**src/source/img_params.svh**
```systemverilog
`ifndef IMG_PARAMS_SVH
`define IMG_PARAMS_SVH

// Image geometry cut down for simulation
`define IMG_WIDTH        16
`define IMG_HEIGHT       8
`define PIXEL_COUNT      128
`define PIXEL_BITS       12

// Frame banks
`define BANK_ADDR_WIDTH  7
`define BANK_COUNT       2

// Readout stream layout in 16-bit words
`define HEADER_WORDS     8
`define CHECKSUM_WORDS   2
`define PADDING_WORDS    42

// Statistics and thumbnail rules
`define STAT_WIDTH       18
`define STAT_GRID        4
`define THUMB_GROUP      8
`define THUMB_KEEP       2

`endif
```
**src/source/img_pkg.sv**
```systemverilog
`include "img_params.svh"

package img_pkg;

    // One stored pixel in little-endian packing
    typedef logic [15:0] pixel_word_t;

    // Capture to banks
    typedef struct packed {
        logic                           valid;
        logic [$clog2(`BANK_COUNT)-1:0] bank;
        logic [`BANK_ADDR_WIDTH-1:0]    addr;
        pixel_word_t                    data;
    } bank_write_t;

    // Sequencer to banks
    typedef struct packed {
        logic                           rd;
        logic [$clog2(`BANK_COUNT)-1:0] bank;
        logic [`BANK_ADDR_WIDTH-1:0]    addr;
    } bank_read_t;

    typedef struct packed {
        logic [`BANK_ADDR_WIDTH:0] pixel_count;
        logic [`STAT_WIDTH-1:0]    highlight_count;
        logic [`STAT_WIDTH-1:0]    shadow_count;
    } capture_status_t;

    typedef struct packed {
        logic [`PIXEL_BITS-1:0] data;
        logic                   fv;
        logic                   lv;
    } sensor_t;

endpackage

```
**src/source/img_controller.sv**
```systemverilog
`include "img_params.svh"

module img_controller (
    input  logic                        clk,
    input  logic                        rst_n,
    input  logic                        cmd_capture,
    input  logic                        cmd_readout,
    input  logic                        cmd_bank,
    input  logic                        cmd_skip_count,
    input  logic [`HEADER_WORDS*16-1:0] cmd_header,
    input  logic                        cmd_thumb,
    input  img_pkg::sensor_t            sensor,
    output img_pkg::capture_status_t    capture_status,
    output logic                        capture_done,
    output logic [15:0]                 readout_data,
    output logic                        readout_ready,
    input  logic                        readout_trigger
);
    img_pkg::bank_write_t bank_wr;
    img_pkg::bank_read_t  bank_rd;
    img_pkg::pixel_word_t bank_data [`BANK_COUNT];

    pixel_capture u_capture (
        .clk            (clk),
        .rst_n          (rst_n),
        .cmd_capture    (cmd_capture),
        .cmd_bank       (cmd_bank),
        .cmd_skip_count (cmd_skip_count),
        .sensor         (sensor),
        .bank_wr        (bank_wr),
        .capture_status (capture_status),
        .capture_done   (capture_done)
    );

    // Every bank sees both requests and decodes its own index
    for (genvar i = 0; i < `BANK_COUNT; i++) begin : g_bank
        frame_bank #(
            .BANK_INDEX (i)
        ) u_bank (
            .clk     (clk),
            .bank_wr (bank_wr),
            .bank_rd (bank_rd),
            .rd_data (bank_data[i])
        );
    end

    readout_sequencer u_sequencer (
        .clk             (clk),
        .rst_n           (rst_n),
        .cmd_readout     (cmd_readout),
        .cmd_bank        (cmd_bank),
        .cmd_header      (cmd_header),
        .cmd_thumb       (cmd_thumb),
        .bank_rd         (bank_rd),
        .bank_data       (bank_data),
        .readout_data    (readout_data),
        .readout_ready   (readout_ready),
        .readout_trigger (readout_trigger)
    );

endmodule

```
**src/source/readout_sequencer.sv**
```systemverilog
`include "img_params.svh"

module readout_sequencer (
    input  logic                        clk,
    input  logic                        rst_n,
    input  logic                        cmd_readout,
    input  logic                        cmd_bank,
    input  logic [`HEADER_WORDS*16-1:0] cmd_header,
    input  logic                        cmd_thumb,
    output img_pkg::bank_read_t         bank_rd,
    input  img_pkg::pixel_word_t        bank_data [`BANK_COUNT],
    output logic [15:0]                 readout_data,
    output logic                        readout_ready,
    input  logic                        readout_trigger
);
    localparam int COL_W = $clog2(`IMG_WIDTH);
    localparam int ROW_W = $clog2(`IMG_HEIGHT);
    localparam logic [COL_W-1:0] COL_LAST = COL_W'(`IMG_WIDTH - 1);

    typedef enum logic [2:0] {
        S_IDLE,
        S_HEADER,
        S_PIXELS,
        S_CHECKSUM,
        S_PADDING
    } state_t;

    state_t                         state;
    logic [`HEADER_WORDS*16-1:0]    hdr_sr;
    logic [5:0]                     sec_cnt;
    logic                           thumb;
    logic [$clog2(`BANK_COUNT)-1:0] rd_bank;
    logic [$clog2(`BANK_COUNT)-1:0] rd_bank_q;
    logic [COL_W-1:0]               col;
    logic [ROW_W:0]                 row;
    logic                           rd_pending;
    logic                           skid_valid;
    img_pkg::pixel_word_t           skid_data;
    img_pkg::pixel_word_t           ret_word;
    logic                           out_ck;
    logic                           slot_free;
    logic                           keep;
    logic                           pix_left;
    logic                           issue;
    logic                           load;
    logic [15:0]                    load_word;
    logic                           ck_en;
    logic [31:0]                    ck_sum;

    // Output register can take a word when empty or draining
    assign slot_free = !readout_ready || readout_trigger;
    assign pix_left  = (row != `IMG_HEIGHT);
    assign keep      = !thumb
        || (((col % `THUMB_GROUP) < `THUMB_KEEP) && ((row % `THUMB_GROUP) < `THUMB_KEEP));

    // A read is only started while the skid slot is free, which bounds
    // the words in flight to the bank output plus the skid
    assign issue   = (state == S_PIXELS) && pix_left && keep && slot_free && !skid_valid;
    assign bank_rd = '{rd: issue, bank: rd_bank, addr: {row[ROW_W-1:0], col}};

    // Returned word picked by the bank of the previous request
    assign ret_word = bank_data[rd_bank_q];

    // ==================================================
    // Checksum over delivered header and pixel words
    // ==================================================
    assign ck_en = readout_ready && readout_trigger && out_ck;

    fletcher_checksum u_checksum (
        .clk   (clk),
        .rst_n (rst_n),
        .clear (cmd_readout),
        .en    (ck_en),
        .din   ({readout_data[7:0], readout_data[15:8]}),
        .sum   (ck_sum)
    );

    // Next word for the output register
    always_comb begin
        load      = 1'b0;
        load_word = '0;
        case (state)
            S_HEADER: begin
                load      = slot_free;
                load_word = hdr_sr[`HEADER_WORDS*16-1 -: 16];
            end
            S_PIXELS: begin
                if (skid_valid) begin
                    load      = slot_free;
                    load_word = skid_data;
                end else if (rd_pending) begin
                    load      = slot_free;
                    load_word = ret_word;
                end
            end
            S_CHECKSUM: begin
                load = slot_free;
                if (sec_cnt == '0) begin
                    load_word = {ck_sum[7:0], ck_sum[15:8]};
                end else begin
                    load_word = {ck_sum[23:16], ck_sum[31:24]};
                end
            end
            S_PADDING: begin
                load = slot_free;
            end
            default: begin
            end
        endcase
    end

    // ==================================================
    // Section FSM and output register
    // ==================================================
    always_ff @(posedge clk) begin
        if (!rst_n) begin
            state         <= S_IDLE;
            readout_ready <= 1'b0;
            rd_pending    <= 1'b0;
            skid_valid    <= 1'b0;
            out_ck        <= 1'b0;
            sec_cnt       <= '0;
            col           <= '0;
            row           <= '0;
            thumb         <= 1'b0;
            rd_bank       <= '0;
        end else if (cmd_readout) begin
            state         <= S_HEADER;
            readout_ready <= 1'b0;
            rd_pending    <= 1'b0;
            skid_valid    <= 1'b0;
            sec_cnt       <= '0;
            col           <= '0;
            row           <= '0;
            thumb         <= cmd_thumb;
            rd_bank       <= cmd_bank;
            hdr_sr        <= cmd_header;
        end else begin
            if (load) begin
                readout_data  <= load_word;
                readout_ready <= 1'b1;
                out_ck        <= (state == S_HEADER) || (state == S_PIXELS);
            end else if (readout_trigger) begin
                readout_ready <= 1'b0;
            end

            rd_pending <= issue;
            if (issue) begin
                rd_bank_q <= rd_bank;
            end

            case (state)
                S_HEADER: begin
                    if (load) begin
                        hdr_sr  <= hdr_sr << 16;
                        sec_cnt <= sec_cnt + 1'b1;
                        if (sec_cnt == 6'(`HEADER_WORDS - 1)) begin
                            sec_cnt <= '0;
                            state   <= S_PIXELS;
                        end
                    end
                end
                S_PIXELS: begin
                    // Dropped thumbnail positions advance without a read
                    if (pix_left && (issue || !keep)) begin
                        col <= col + 1'b1;
                        if (col == COL_LAST) begin
                            row <= row + 1'b1;
                        end
                    end
                    if (skid_valid) begin
                        if (slot_free) begin
                            skid_valid <= 1'b0;
                        end
                    end else if (rd_pending && !slot_free) begin
                        skid_valid <= 1'b1;
                        skid_data  <= ret_word;
                    end
                    // Last pixel has moved, so the checksum already holds it
                    if (!pix_left && !rd_pending && !skid_valid && !readout_ready) begin
                        state <= S_CHECKSUM;
                    end
                end
                S_CHECKSUM: begin
                    if (load) begin
                        sec_cnt <= sec_cnt + 1'b1;
                        if (sec_cnt == 6'(`CHECKSUM_WORDS - 1)) begin
                            sec_cnt <= '0;
                            state   <= S_PADDING;
                        end
                    end
                end
                S_PADDING: begin
                    if (load) begin
                        sec_cnt <= sec_cnt + 1'b1;
                        if (sec_cnt == 6'(`PADDING_WORDS - 1)) begin
                            state <= S_IDLE;
                        end
                    end
                end
                default: begin
                end
            endcase
        end
    end

    // Back-pressure holds the presented word
    assert property (@(posedge clk) disable iff (!rst_n || cmd_readout)
        readout_ready && !readout_trigger |=> readout_ready && $stable(readout_data));

endmodule

```
**src/source/pixel_capture.sv**
```systemverilog
`include "img_params.svh"

module pixel_capture (
    input  logic                     clk,
    input  logic                     rst_n,
    input  logic                     cmd_capture,
    input  logic                     cmd_bank,
    input  logic                     cmd_skip_count,
    input  img_pkg::sensor_t         sensor,
    output img_pkg::bank_write_t     bank_wr,
    output img_pkg::capture_status_t capture_status,
    output logic                     capture_done
);
    localparam int COL_W = $clog2(`IMG_WIDTH);
    localparam int ROW_W = $clog2(`IMG_HEIGHT);

    typedef enum logic [2:0] {
        S_IDLE,
        S_ARM,
        S_WAIT_FRAME,
        S_SKIP_CHECK,
        S_STORE
    } state_t;

    state_t                         state;
    img_pkg::sensor_t               sens_q;
    logic [$clog2(`BANK_COUNT)-1:0] cap_bank;
    logic                           skip_left;
    logic [COL_W-1:0]               col;
    logic [ROW_W-1:0]               row;
    logic                           frame_start;
    logic                           line_end;
    logic                           store_active;
    logic                           pixel_wr;
    logic                           on_grid;
    logic [6:0]                     top_bits;

    // Edges are found by comparing the live input against the registered copy,
    // so the decision is ready when the edge sample reaches sens_q
    assign frame_start = sensor.fv && !sens_q.fv;
    assign line_end    = sens_q.lv && !sensor.lv;

    // First sample of the frame is in sens_q while the skip check runs
    assign store_active = (state == S_STORE) || (state == S_SKIP_CHECK && !skip_left);
    assign pixel_wr     = store_active && sens_q.lv;

    assign on_grid  = ((col % `STAT_GRID) == 0) && ((row % `STAT_GRID) == 0);
    assign top_bits = sens_q.data[`PIXEL_BITS-1 -: 7];

    // ==================================================
    // Sensor register and pixel position
    // ==================================================
    always_ff @(posedge clk) begin
        if (!rst_n) begin
            sens_q <= '0;
            col    <= '0;
            row    <= '0;
        end else begin
            sens_q <= sensor;
            col    <= sens_q.lv ? col + 1'b1 : '0;
            if (!sens_q.fv) begin
                row <= '0;
            end else if (line_end) begin
                row <= row + 1'b1;
            end
        end
    end

    // ==================================================
    // Capture FSM and statistics
    // ==================================================
    always_ff @(posedge clk) begin
        if (!rst_n) begin
            state          <= S_IDLE;
            capture_done   <= 1'b0;
            capture_status <= '0;
            cap_bank       <= '0;
            skip_left      <= 1'b0;
        end else begin
            capture_done <= 1'b0;

            if (pixel_wr) begin
                capture_status.pixel_count <= capture_status.pixel_count + 1'b1;
                if (on_grid && (&top_bits)) begin
                    capture_status.highlight_count <= capture_status.highlight_count + 1'b1;
                end
                if (on_grid && top_bits == '0) begin
                    capture_status.shadow_count <= capture_status.shadow_count + 1'b1;
                end
            end

            case (state)
                S_ARM: begin
                    capture_status <= '0;
                    state <= frame_start ? S_SKIP_CHECK : S_WAIT_FRAME;
                end
                S_WAIT_FRAME: begin
                    if (frame_start) begin
                        state <= S_SKIP_CHECK;
                    end
                end
                S_SKIP_CHECK: begin
                    if (skip_left) begin
                        skip_left <= skip_left - 1'b1;
                        state     <= S_WAIT_FRAME;
                    end else begin
                        state <= S_STORE;
                    end
                end
                S_STORE: begin
                    if (!sens_q.fv) begin
                        capture_done <= 1'b1;
                        state        <= S_IDLE;
                    end
                end
                default: begin
                end
            endcase

            // A new command restarts from any state
            if (cmd_capture) begin
                state     <= S_ARM;
                cap_bank  <= cmd_bank;
                skip_left <= cmd_skip_count;
            end
        end
    end

    // Low data byte first, then the top nibble
    always_ff @(posedge clk) begin
        if (!rst_n) begin
            bank_wr.valid <= 1'b0;
        end else begin
            bank_wr.valid <= pixel_wr;
        end
        bank_wr.bank <= cap_bank;
        bank_wr.addr <= capture_status.pixel_count[`BANK_ADDR_WIDTH-1:0];
        bank_wr.data <= {sens_q.data[7:0], 4'b0000, sens_q.data[`PIXEL_BITS-1:8]};
    end

    // Count runs one ahead of the address it just issued
    assert property (@(posedge clk) disable iff (!rst_n)
        bank_wr.valid |-> capture_status.pixel_count <= `PIXEL_COUNT);

endmodule

```
**src/source/frame_bank.sv**
```systemverilog
`include "img_params.svh"

module frame_bank #(
    parameter int BANK_INDEX = 0
) (
    input  logic                 clk,
    input  img_pkg::bank_write_t bank_wr,
    input  img_pkg::bank_read_t  bank_rd,
    output img_pkg::pixel_word_t rd_data
);
    img_pkg::pixel_word_t mem [`PIXEL_COUNT];

    logic wr_hit;
    logic rd_hit;
    logic same_addr;

    assign wr_hit    = bank_wr.valid && (int'(bank_wr.bank) == BANK_INDEX);
    assign rd_hit    = bank_rd.rd && (int'(bank_rd.bank) == BANK_INDEX);
    assign same_addr = (bank_wr.addr == bank_rd.addr);

    always_ff @(posedge clk) begin
        if (wr_hit) begin
            mem[bank_wr.addr] <= bank_wr.data;
        end
    end

    // Registered read where new data wins on a collision
    always_ff @(posedge clk) begin
        if (rd_hit) begin
            if (wr_hit && same_addr) begin
                rd_data <= bank_wr.data;
            end else begin
                rd_data <= mem[bank_rd.addr];
            end
        end
    end

    // Capture and readout never touch the same word at once
    assert property (@(posedge clk) !(wr_hit && rd_hit && same_addr));

endmodule

```
**src/source/fletcher_checksum.sv**
```systemverilog
module fletcher_checksum (
    input  logic        clk,
    input  logic        rst_n,
    input  logic        clear,
    input  logic        en,
    input  logic [15:0] din,
    output logic [31:0] sum
);
    logic [15:0] sum_lo;
    logic [15:0] sum_hi;
    logic [15:0] lo_next;

    // One's complement style add, modulo 65535
    function automatic logic [15:0] add_mod(input logic [15:0] a, input logic [15:0] b);
        logic [16:0] s;
        s = {1'b0, a} + {1'b0, b};
        if (s >= 17'd65535) begin
            s = s - 17'd65535;
        end
        return s[15:0];
    endfunction

    assign lo_next = add_mod(sum_lo, din);
    assign sum     = {sum_hi, sum_lo};

    always_ff @(posedge clk) begin
        if (!rst_n || clear) begin
            sum_lo <= '0;
            sum_hi <= '0;
        end else if (en) begin
            sum_lo <= lo_next;
            sum_hi <= add_mod(sum_hi, lo_next);
        end
    end

endmodule

```
**config.mk**
```make
export PLATFORM = sky130hd
export DESIGN_NAME = img_controller
export DESIGN_NICKNAME = d
export VERILOG_FILES = /design/src/source/img_pkg.sv /design/src/source/img_controller.sv /design/src/source/readout_sequencer.sv /design/src/source/pixel_capture.sv /design/src/source/frame_bank.sv /design/src/source/fletcher_checksum.sv
export VERILOG_INCLUDE_DIRS = /design/src /design/src/source
export SDC_FILE = /design/constraint.sdc
export NUM_CORES = 2
export LEC_CHECK = 0
export BUFFER_PORTS_ARGS = -buffer_cell sky130_fd_sc_hd__buf_4
export CAP_MARGIN = 10
export CORE_UTILIZATION = 64
export DETAILED_ROUTE_END_ITERATION = 8
export PLACE_DENSITY = 0.81
export SETUP_SLACK_MARGIN = 0.15
export SYNTH_ARGS = -nofsm -noshare
export SYNTH_HDL_FRONTEND = slang
export SYNTH_SLANG_ARGS = --single-unit
```
**constraint.sdc**
```tcl
create_clock -name clk -period 17 [get_ports clk]
set_input_delay 1.7 -clock clk [delete_from_list [all_inputs] [get_ports clk]]
set_output_delay 1.7 -clock clk [all_outputs]
set_load 0.02 [all_outputs]
```
Yosys cells after proc, flatten, opt, wreduce, memory -nomap -nowiden. Memory sizes are Yosys's and may differ from the RTL's. A register that Yosys moved wholly into a read port is not among the register bits. Cells that the tools add are included.

Output and inout bits: 62. Memories kept: 2. Logic and storage cells: 220. Bits in registers: 316. Input bits: 150. RAM bits: 3072.

Memory list: g_bank[0].u_bank.mem (depth 128, width 12, read ports 1, clocked after memory_dff 1, write ports 1, line frame_bank.sv:11) `` img_pkg::pixel_word_t mem [`PIXEL_COUNT]; ``; g_bank[1].u_bank.mem (depth 128, width 12, read ports 1, clocked after memory_dff 1, write ports 1, line frame_bank.sv:11).

Muxes and demuxes: 49. Equality and inequality tests: 32. Bitwise operators: 6. Add/sub/neg operators: 13. $lt $le $gt $ge: 5. Reductions and logical operators: 77.

Operators with widths (count): 2-to-1 mux 128 bit (3); 2-to-1 mux 16 bit (8); zero test 32 bit (2); case mux 16 bit (3 select lines) (1); adder 18 x 1 -> 18 bit, second input constant (2); adder 16 x 16 -> 17 bit (2); greater-or-equal comparator 17 x 16 -> 1 bit, second input constant (2); subtractor 16 bit, second input constant (2); 2-to-1 mux 3 bit (10); 2-to-1 mux 6 bit (5); logical AND 1 bit (25); case mux 3 bit (4 select lines) (2); 2-to-1 mux 1 bit (18); inequality test 3 x 2 -> 1 bit, second input constant (6); case mux 6 bit (3 select lines) (1); AND reduction 3 bit (6); AND reduction 8 bit (2); AND reduction 2 bit (7); adder 4 x 1 -> 4 bit, second input constant (3); equality test 3 x 2 -> 1 bit, second input constant (4); inequality test 2 x 1 -> 1 bit, second input constant (6); zero test 1 bit (11); nonzero test 5 bit (2); inequality test 3 bit, second input constant (3); 29 further kinds (49).

Longest topological paths before layout.
Depth in word-level cells: 9. Gate-level depth with buffers: 26.

Modules after synthesis. From an unflattened synthesis, not the netlist that was laid out.

Cells, all modules: 9006. Area, all modules: 175834.9 µm².

Modules (own cells, without submodules): frame_bank at g_bank[0].u_bank (cells an instance 3826, times used 1, area each 79949.2 µm²); frame_bank at g_bank[1].u_bank (cells an instance 3684, times used 1, area each 79916.6 µm²); readout_sequencer (cells an instance 621, times used 1, area each 8615.8 µm²); fletcher_checksum (cells an instance 523, times used 1, area each 3887.5 µm²); pixel_capture (cells an instance 352, times used 1, area each 3465.8 µm²).

Worst setup path before layout. No wires, ideal clock.

Path kind: input -> register. Start: input cmd_readout. End: register u_sequencer.hdr_sr[0] (enable). Data arrival time: 5434 ps. Stages: 4. Required time: 16502 ps. Setup slack: 11068 ps. Library setup time: 498 ps. Buffers on the path: 3. Cell sequence: clkbuf_1 clkbuf_1 clkbuf_1 o21a_1.

Longest elaborated chain between the ends: 2. Elaborated cells between the ends (all ways): 3. Classes of those cells: reduce/logical (3).

RTL lines: from (decl) (line img_controller.sv:7) `input logic cmd_readout,`; nonzero test 2 bit (no source line); AND reduction 3 bit (no source line) (*); to (signal assigned) (line readout_sequencer.sv:137) `hdr_sr <= cmd_header;`; to (signal assigned) (line readout_sequencer.sv:155) `hdr_sr <= hdr_sr << 16;`; to (decl) (line readout_sequencer.sv:29) `` logic [`HEADER_WORDS*16-1:0] hdr_sr; ``.

Every way passes the cells marked *; elsewhere a longest branch is shown, timed or not. A chain may end at the register's enable or synchronous reset.

Worst setup path in the final report.
Start: register u_sequencer.col[1]. End: register g_bank[1].u_bank.rd_data[1], read port of g_bank[1].u_bank.mem (data pin).

Longest elaborated chain between the ends: 7.

RTL lines: from (decl) (line readout_sequencer.sv:34) `logic [COL_W-1:0] col;`; from (signal assigned) (line readout_sequencer.sv:166) `col <= col + 1'b1;`; less-than comparator 3 x 2 -> 1 bit (no source line); logical AND 1 bit (line readout_sequencer.sv:54) `` || (((col % `THUMB_GROUP) < `THUMB_KEEP) && ((row % `THUMB_GROUP) < `THUMB_KEEP)); ``; logical OR 1 bit (line readout_sequencer.sv:53) `assign keep = !thumb`; logical AND 1 bit (3 in a row) (line readout_sequencer.sv:58) `assign issue = (state == S_PIXELS) && pix_left && keep && slot_free && !skid_valid;`; logical AND 1 bit (line frame_bank.sv:18) `assign rd_hit = bank_rd.rd && (int'(bank_rd.bank) == BANK_INDEX);`; to (decl) (line frame_bank.sv:9) `output img_pkg::pixel_word_t rd_data`.

Several ways; a longest one is shown, not always the timed one.

==> summary.md <==
For the worst setup path, the data arrival time is 7.44 ns. The flip-flop and latch count after synthesis is 3397, and the logic depth of the worst register-to-register path is 9. The most critical setup path has its startpoint at u_sequencer.col[1]$_SDFFE_PP0P_. For this run, the number of Yosys warnings is 0. The die is 459 um wide.

The tools report the summed negative setup slack over all endpoints as 0 ns. After clock tree synthesis, the repair step resized 0 gates. In this run the static leakage power is 50.6 nW. The actual slew at the worst max-slew pin was 1.33 ns. The longest clock path from root to sink contains 4 buffers. The fraction of layout instances using a drive strength above 1 is 31.0%. Yosys attributes the largest share of cell area to sky130_fd_sc_hd__edfxtp_1 (73%), sky130_fd_sc_hd__mux4_2 (17%), sky130_fd_sc_hd__dfxtp_1 (2.2%). From bottom edge to top edge, the die measures 459 um. The cts-stage hold buffer count is 0.

The setup skew after layout was 0.0958 ns. The worst path in the final design needs a cycle of 6.74 ns, including I/O delays and setup. The tree is rooted in a sky130_fd_sc_hd__clkbuf_16.

212 I/O pins were placed. The final number of setup-violating endpoints was 0; the final weighted congestion in routability-driven placement was 0.885. The detailed router placed 69.2k vias in this run. Port buffering added 211 buffers. STA classifies the critical path endpoint as a register. For the worst setup path, the data required time is 17.69 ns. The critical path in this run is classified as register to register.

The run gives 202 as the pin count of the biggest net entering global routing. The top cell type by area accounts for 73.2% of the synthesized area. In the global route stage, overall resource usage came out at 35.0%. Synthesis instantiated 83 different standard cells from the library. The number of nets still failing antenna checks after routing is 0, and the number of buffers added by the clock tree synthesis step is 340. After detailed routing, the average wire length per cell comes to 37.8 um. The core region is 207000 sq um. IR analysis of the VDD net gives a maximum drop of 0.0000885 V. The tools report the worst slew slack as a fraction of its limit as 11.3%.

The library cell appearing most often on the critical path was sky130_fd_sc_hd__buf_4. The worst hold path belongs to the class register to register. For this run, the post-layout net count is 6797. The tools report the clock insertion delay at the later pin of the skew report as 1.00 ns.

The power per standard cell area works out to 112 nW/um^2. STA classifies the critical path startpoint as a register. After detailed routing, the number of remaining DRC violations is 0. Synthesis produced a netlist with a net count of 6360. In this run the core area contains 167 standard-cell rows. For this configuration, the core starts out at a cell density of 64.5%. The flow ran to the end, and the final reports show no timing, DRC or antenna violations.

Setup repair after global routing left no endpoint under its margin. Walking the worst path, the cells encountered are buf_4 -> buf_4 -> buf_4 -> buf_4 -> mux4_2 -> mux4_2 -> mux4_2 -> mux2i_1 -> o21ai_0. TritonCTS built the clock tree. The critical-path cell with the highest stage delay was sky130_fd_sc_hd__buf_4. Along the worst hold path, the cell count comes to 0. The startpoint identified for the worst hold timing path is u_capture.sens_q[6]$_SDFF_PN0_.

The post-CTS setup-driven buffer insertion count is 0, and the worst hold slack across all endpoints is 0.327 ns. The final wirelength is 365000 um. The tools report the final global-route overflow total as 0. The detail-routed via count per cell is 7.17. The maximum clock frequency is 0.148 GHz. For this run, asynchronously set or reset flops after synthesis account for 0%. Once detailed placement completed, the half-perimeter wirelength came to 192000 um.

Across the run, the number of max-cap violations was 0. The number of antenna violations at the first check in global routing came out at 35. For the number of pins exceeding their max-slew limit in the final report, the log shows 0.

Layout overhead on the synthesized area: 12.2%. The floorplan step defined a die boundary enclosing 210000 sq um. The number of sinks on the clock net came out at 3397. The run gives 6163 as the number of standard cells after synthesis.

The largest total area in the synthesized netlist belongs to sky130_fd_sc_hd__edfxtp_1. The synthesized design contains 3253 enable-type register cells. The via count of the first global-routing pass is 69.8k, and the number of iterations in the first detailed-routing pass is 8. The number of DRC markers after the initial detailed-route iteration is 10.9k. Ranked by instance count, the synthesized netlist is headed by sky130_fd_sc_hd__edfxtp_1 (3253), sky130_fd_sc_hd__mux4_2 (1007), sky130_fd_sc_hd__nor2_1 (399), sky130_fd_sc_hd__clkbuf_1 (210), sky130_fd_sc_hd__nand2_1 (160).

The most instantiated flip-flop cell in the synthesis netlist is sky130_fd_sc_hd__edfxtp_1. Total power for the finished layout comes to 16.8 mW. In this run the mean area of a mapped cell was 21.7 sq um. The highest cell delay on the worst timing path is 0.96 ns. Yosys instantiated no cell more often than sky130_fd_sc_hd__edfxtp_1. Clock-pin slew was measured on the worst setup and hold paths at 0.07 ns. Of the synthesized area, sequential elements account for 75.4%. The H-tree was split into 5 levels.

The count of final hold-check violations came out at 0. The startpoint identified for the worst register-to-register timing path is u_sequencer.col[1]$_SDFFE_PP0P_. Summing every instance area after synthesis gives 133000 sq um. In this run the worst path has a maximum fanout of 66. The final cycle utilization of the critical path is 39.7%.

The first global-routing pass estimated 515000 um of wire.
[cells in the final DEF, fill, tap and decap left out, types with 50 or more instances in the layout]
cell type                   instances
sky130_fd_sc_hd__edfxtp_1        3253
sky130_fd_sc_hd__mux4_2          1007
sky130_fd_sc_hd__buf_4            402
sky130_fd_sc_hd__nor2_1           354
sky130_fd_sc_hd__clkbuf_16        344
sky130_fd_sc_hd__nand2_1          158
sky130_fd_sc_hd__dfxtp_1          127
sky130_fd_sc_hd__mux2_2           124
sky130_fd_sc_hd__a21oi_1           77
sky130_fd_sc_hd__clkinv_2          72
sky130_fd_sc_hd__o21ai_0           71
sky130_fd_sc_hd__clkbuf_1          65
sky130_fd_sc_hd__clkinv_1          65
sky130_fd_sc_hd__nand3_1           56
sky130_fd_sc_hd__xor2_1            50
[report_power, final]
part	internal (mW)	total [mW]	switching (mW)
Sequential	9.19	9.23	0.0376
Combinational	0.0644	0.232	0.168
Clock	4.14	7.33	3.19
Total	13.4	16.8	3.40
[state kept, by name (all words and copies together) (netlist names), 6 cells and up]
signal and cells:
g_bank.u_bank.mem 3072, u_sequencer.hdr_sr 128, u_capture.capture_status 44, g_bank.u_bank.rd_data 24, u_capture.bank_wr 21, u_sequencer.readout_data 16
u_sequencer.u_checksum.sum_hi 16, u_sequencer.u_checksum.sum_lo 16, u_capture.sens_q 14, u_sequencer.skid_data 12, u_sequencer.sec_cnt 6
[logic make-up after synthesis]
family,after synthesis,share of synthesized area (%)
compound gates,280,1.34
mux,1171,18.3
buf+inv,363,1.12
fa+ha+maj,47,0.452
xor+xnor,94,0.628
flops,3397,75.4
simple gates,811,2.77
[worst max-delay path: cells and delay by family (launching register included)]
family,cells,cell delay [ns]
buffers and inverters,4,3.51
multiplexers,4,1.74
flip-flops,1,0.92
AO/OA/AOI/OAI,1,0.16
[layer usage]
metal	global-route usage [%]	part of all wire [%]
met5	0	0.074
met4	18.0	6.0
met3	8.21	12
met2	55.7	49
met1	45.9	33
[area by class of cell]
type / instances / area [sq um]
diodes: 11 / 27.5
clock buffers: 414 / 8920
clock inverters: 183 / 1580
fillers: 10663 / 57300
inverters: 26 / 98.8
multi-input cells: 2403 / 31500
flip-flops and latches: 3397 / 101000
well taps: 2788 / 3490
repair buffers: 432 / 3510
[per-stage QoR]
| stage | cell area, sq um | cells | util, % | worst slack, ns |
|---|---|---|---|---|
| after floorplan | 133000 | 6163 | - | 11.07 |
| after global placement | 139000 | 9010 | 67.1 | 10.54 |
| after detailed placement | 139000 | 9015 | 67.1 | 10.56 |
| after CTS | 149000 | 9612 | 72.2 | 10.42 |
| after global routing | 150000 | 9646 | 72.3 | 10.06 |
| final | 150000 | 9654 | 72.3 | 10.26 |
[worst paths after layout]
kind,to,slack (ns)
worst min-delay path,u_capture.bank_wr[12]$_DFF_P_,0.33
worst max-delay path,g_bank[1].u_bank.rd_data[1]$_DFFE_PP_,10.26
worst min register to register,u_capture.bank_wr[12]$_DFF_P_,0.33
worst max register to register,g_bank[1].u_bank.rd_data[1]$_DFFE_PP_,10.26
(Power assumes the default switching activity.)
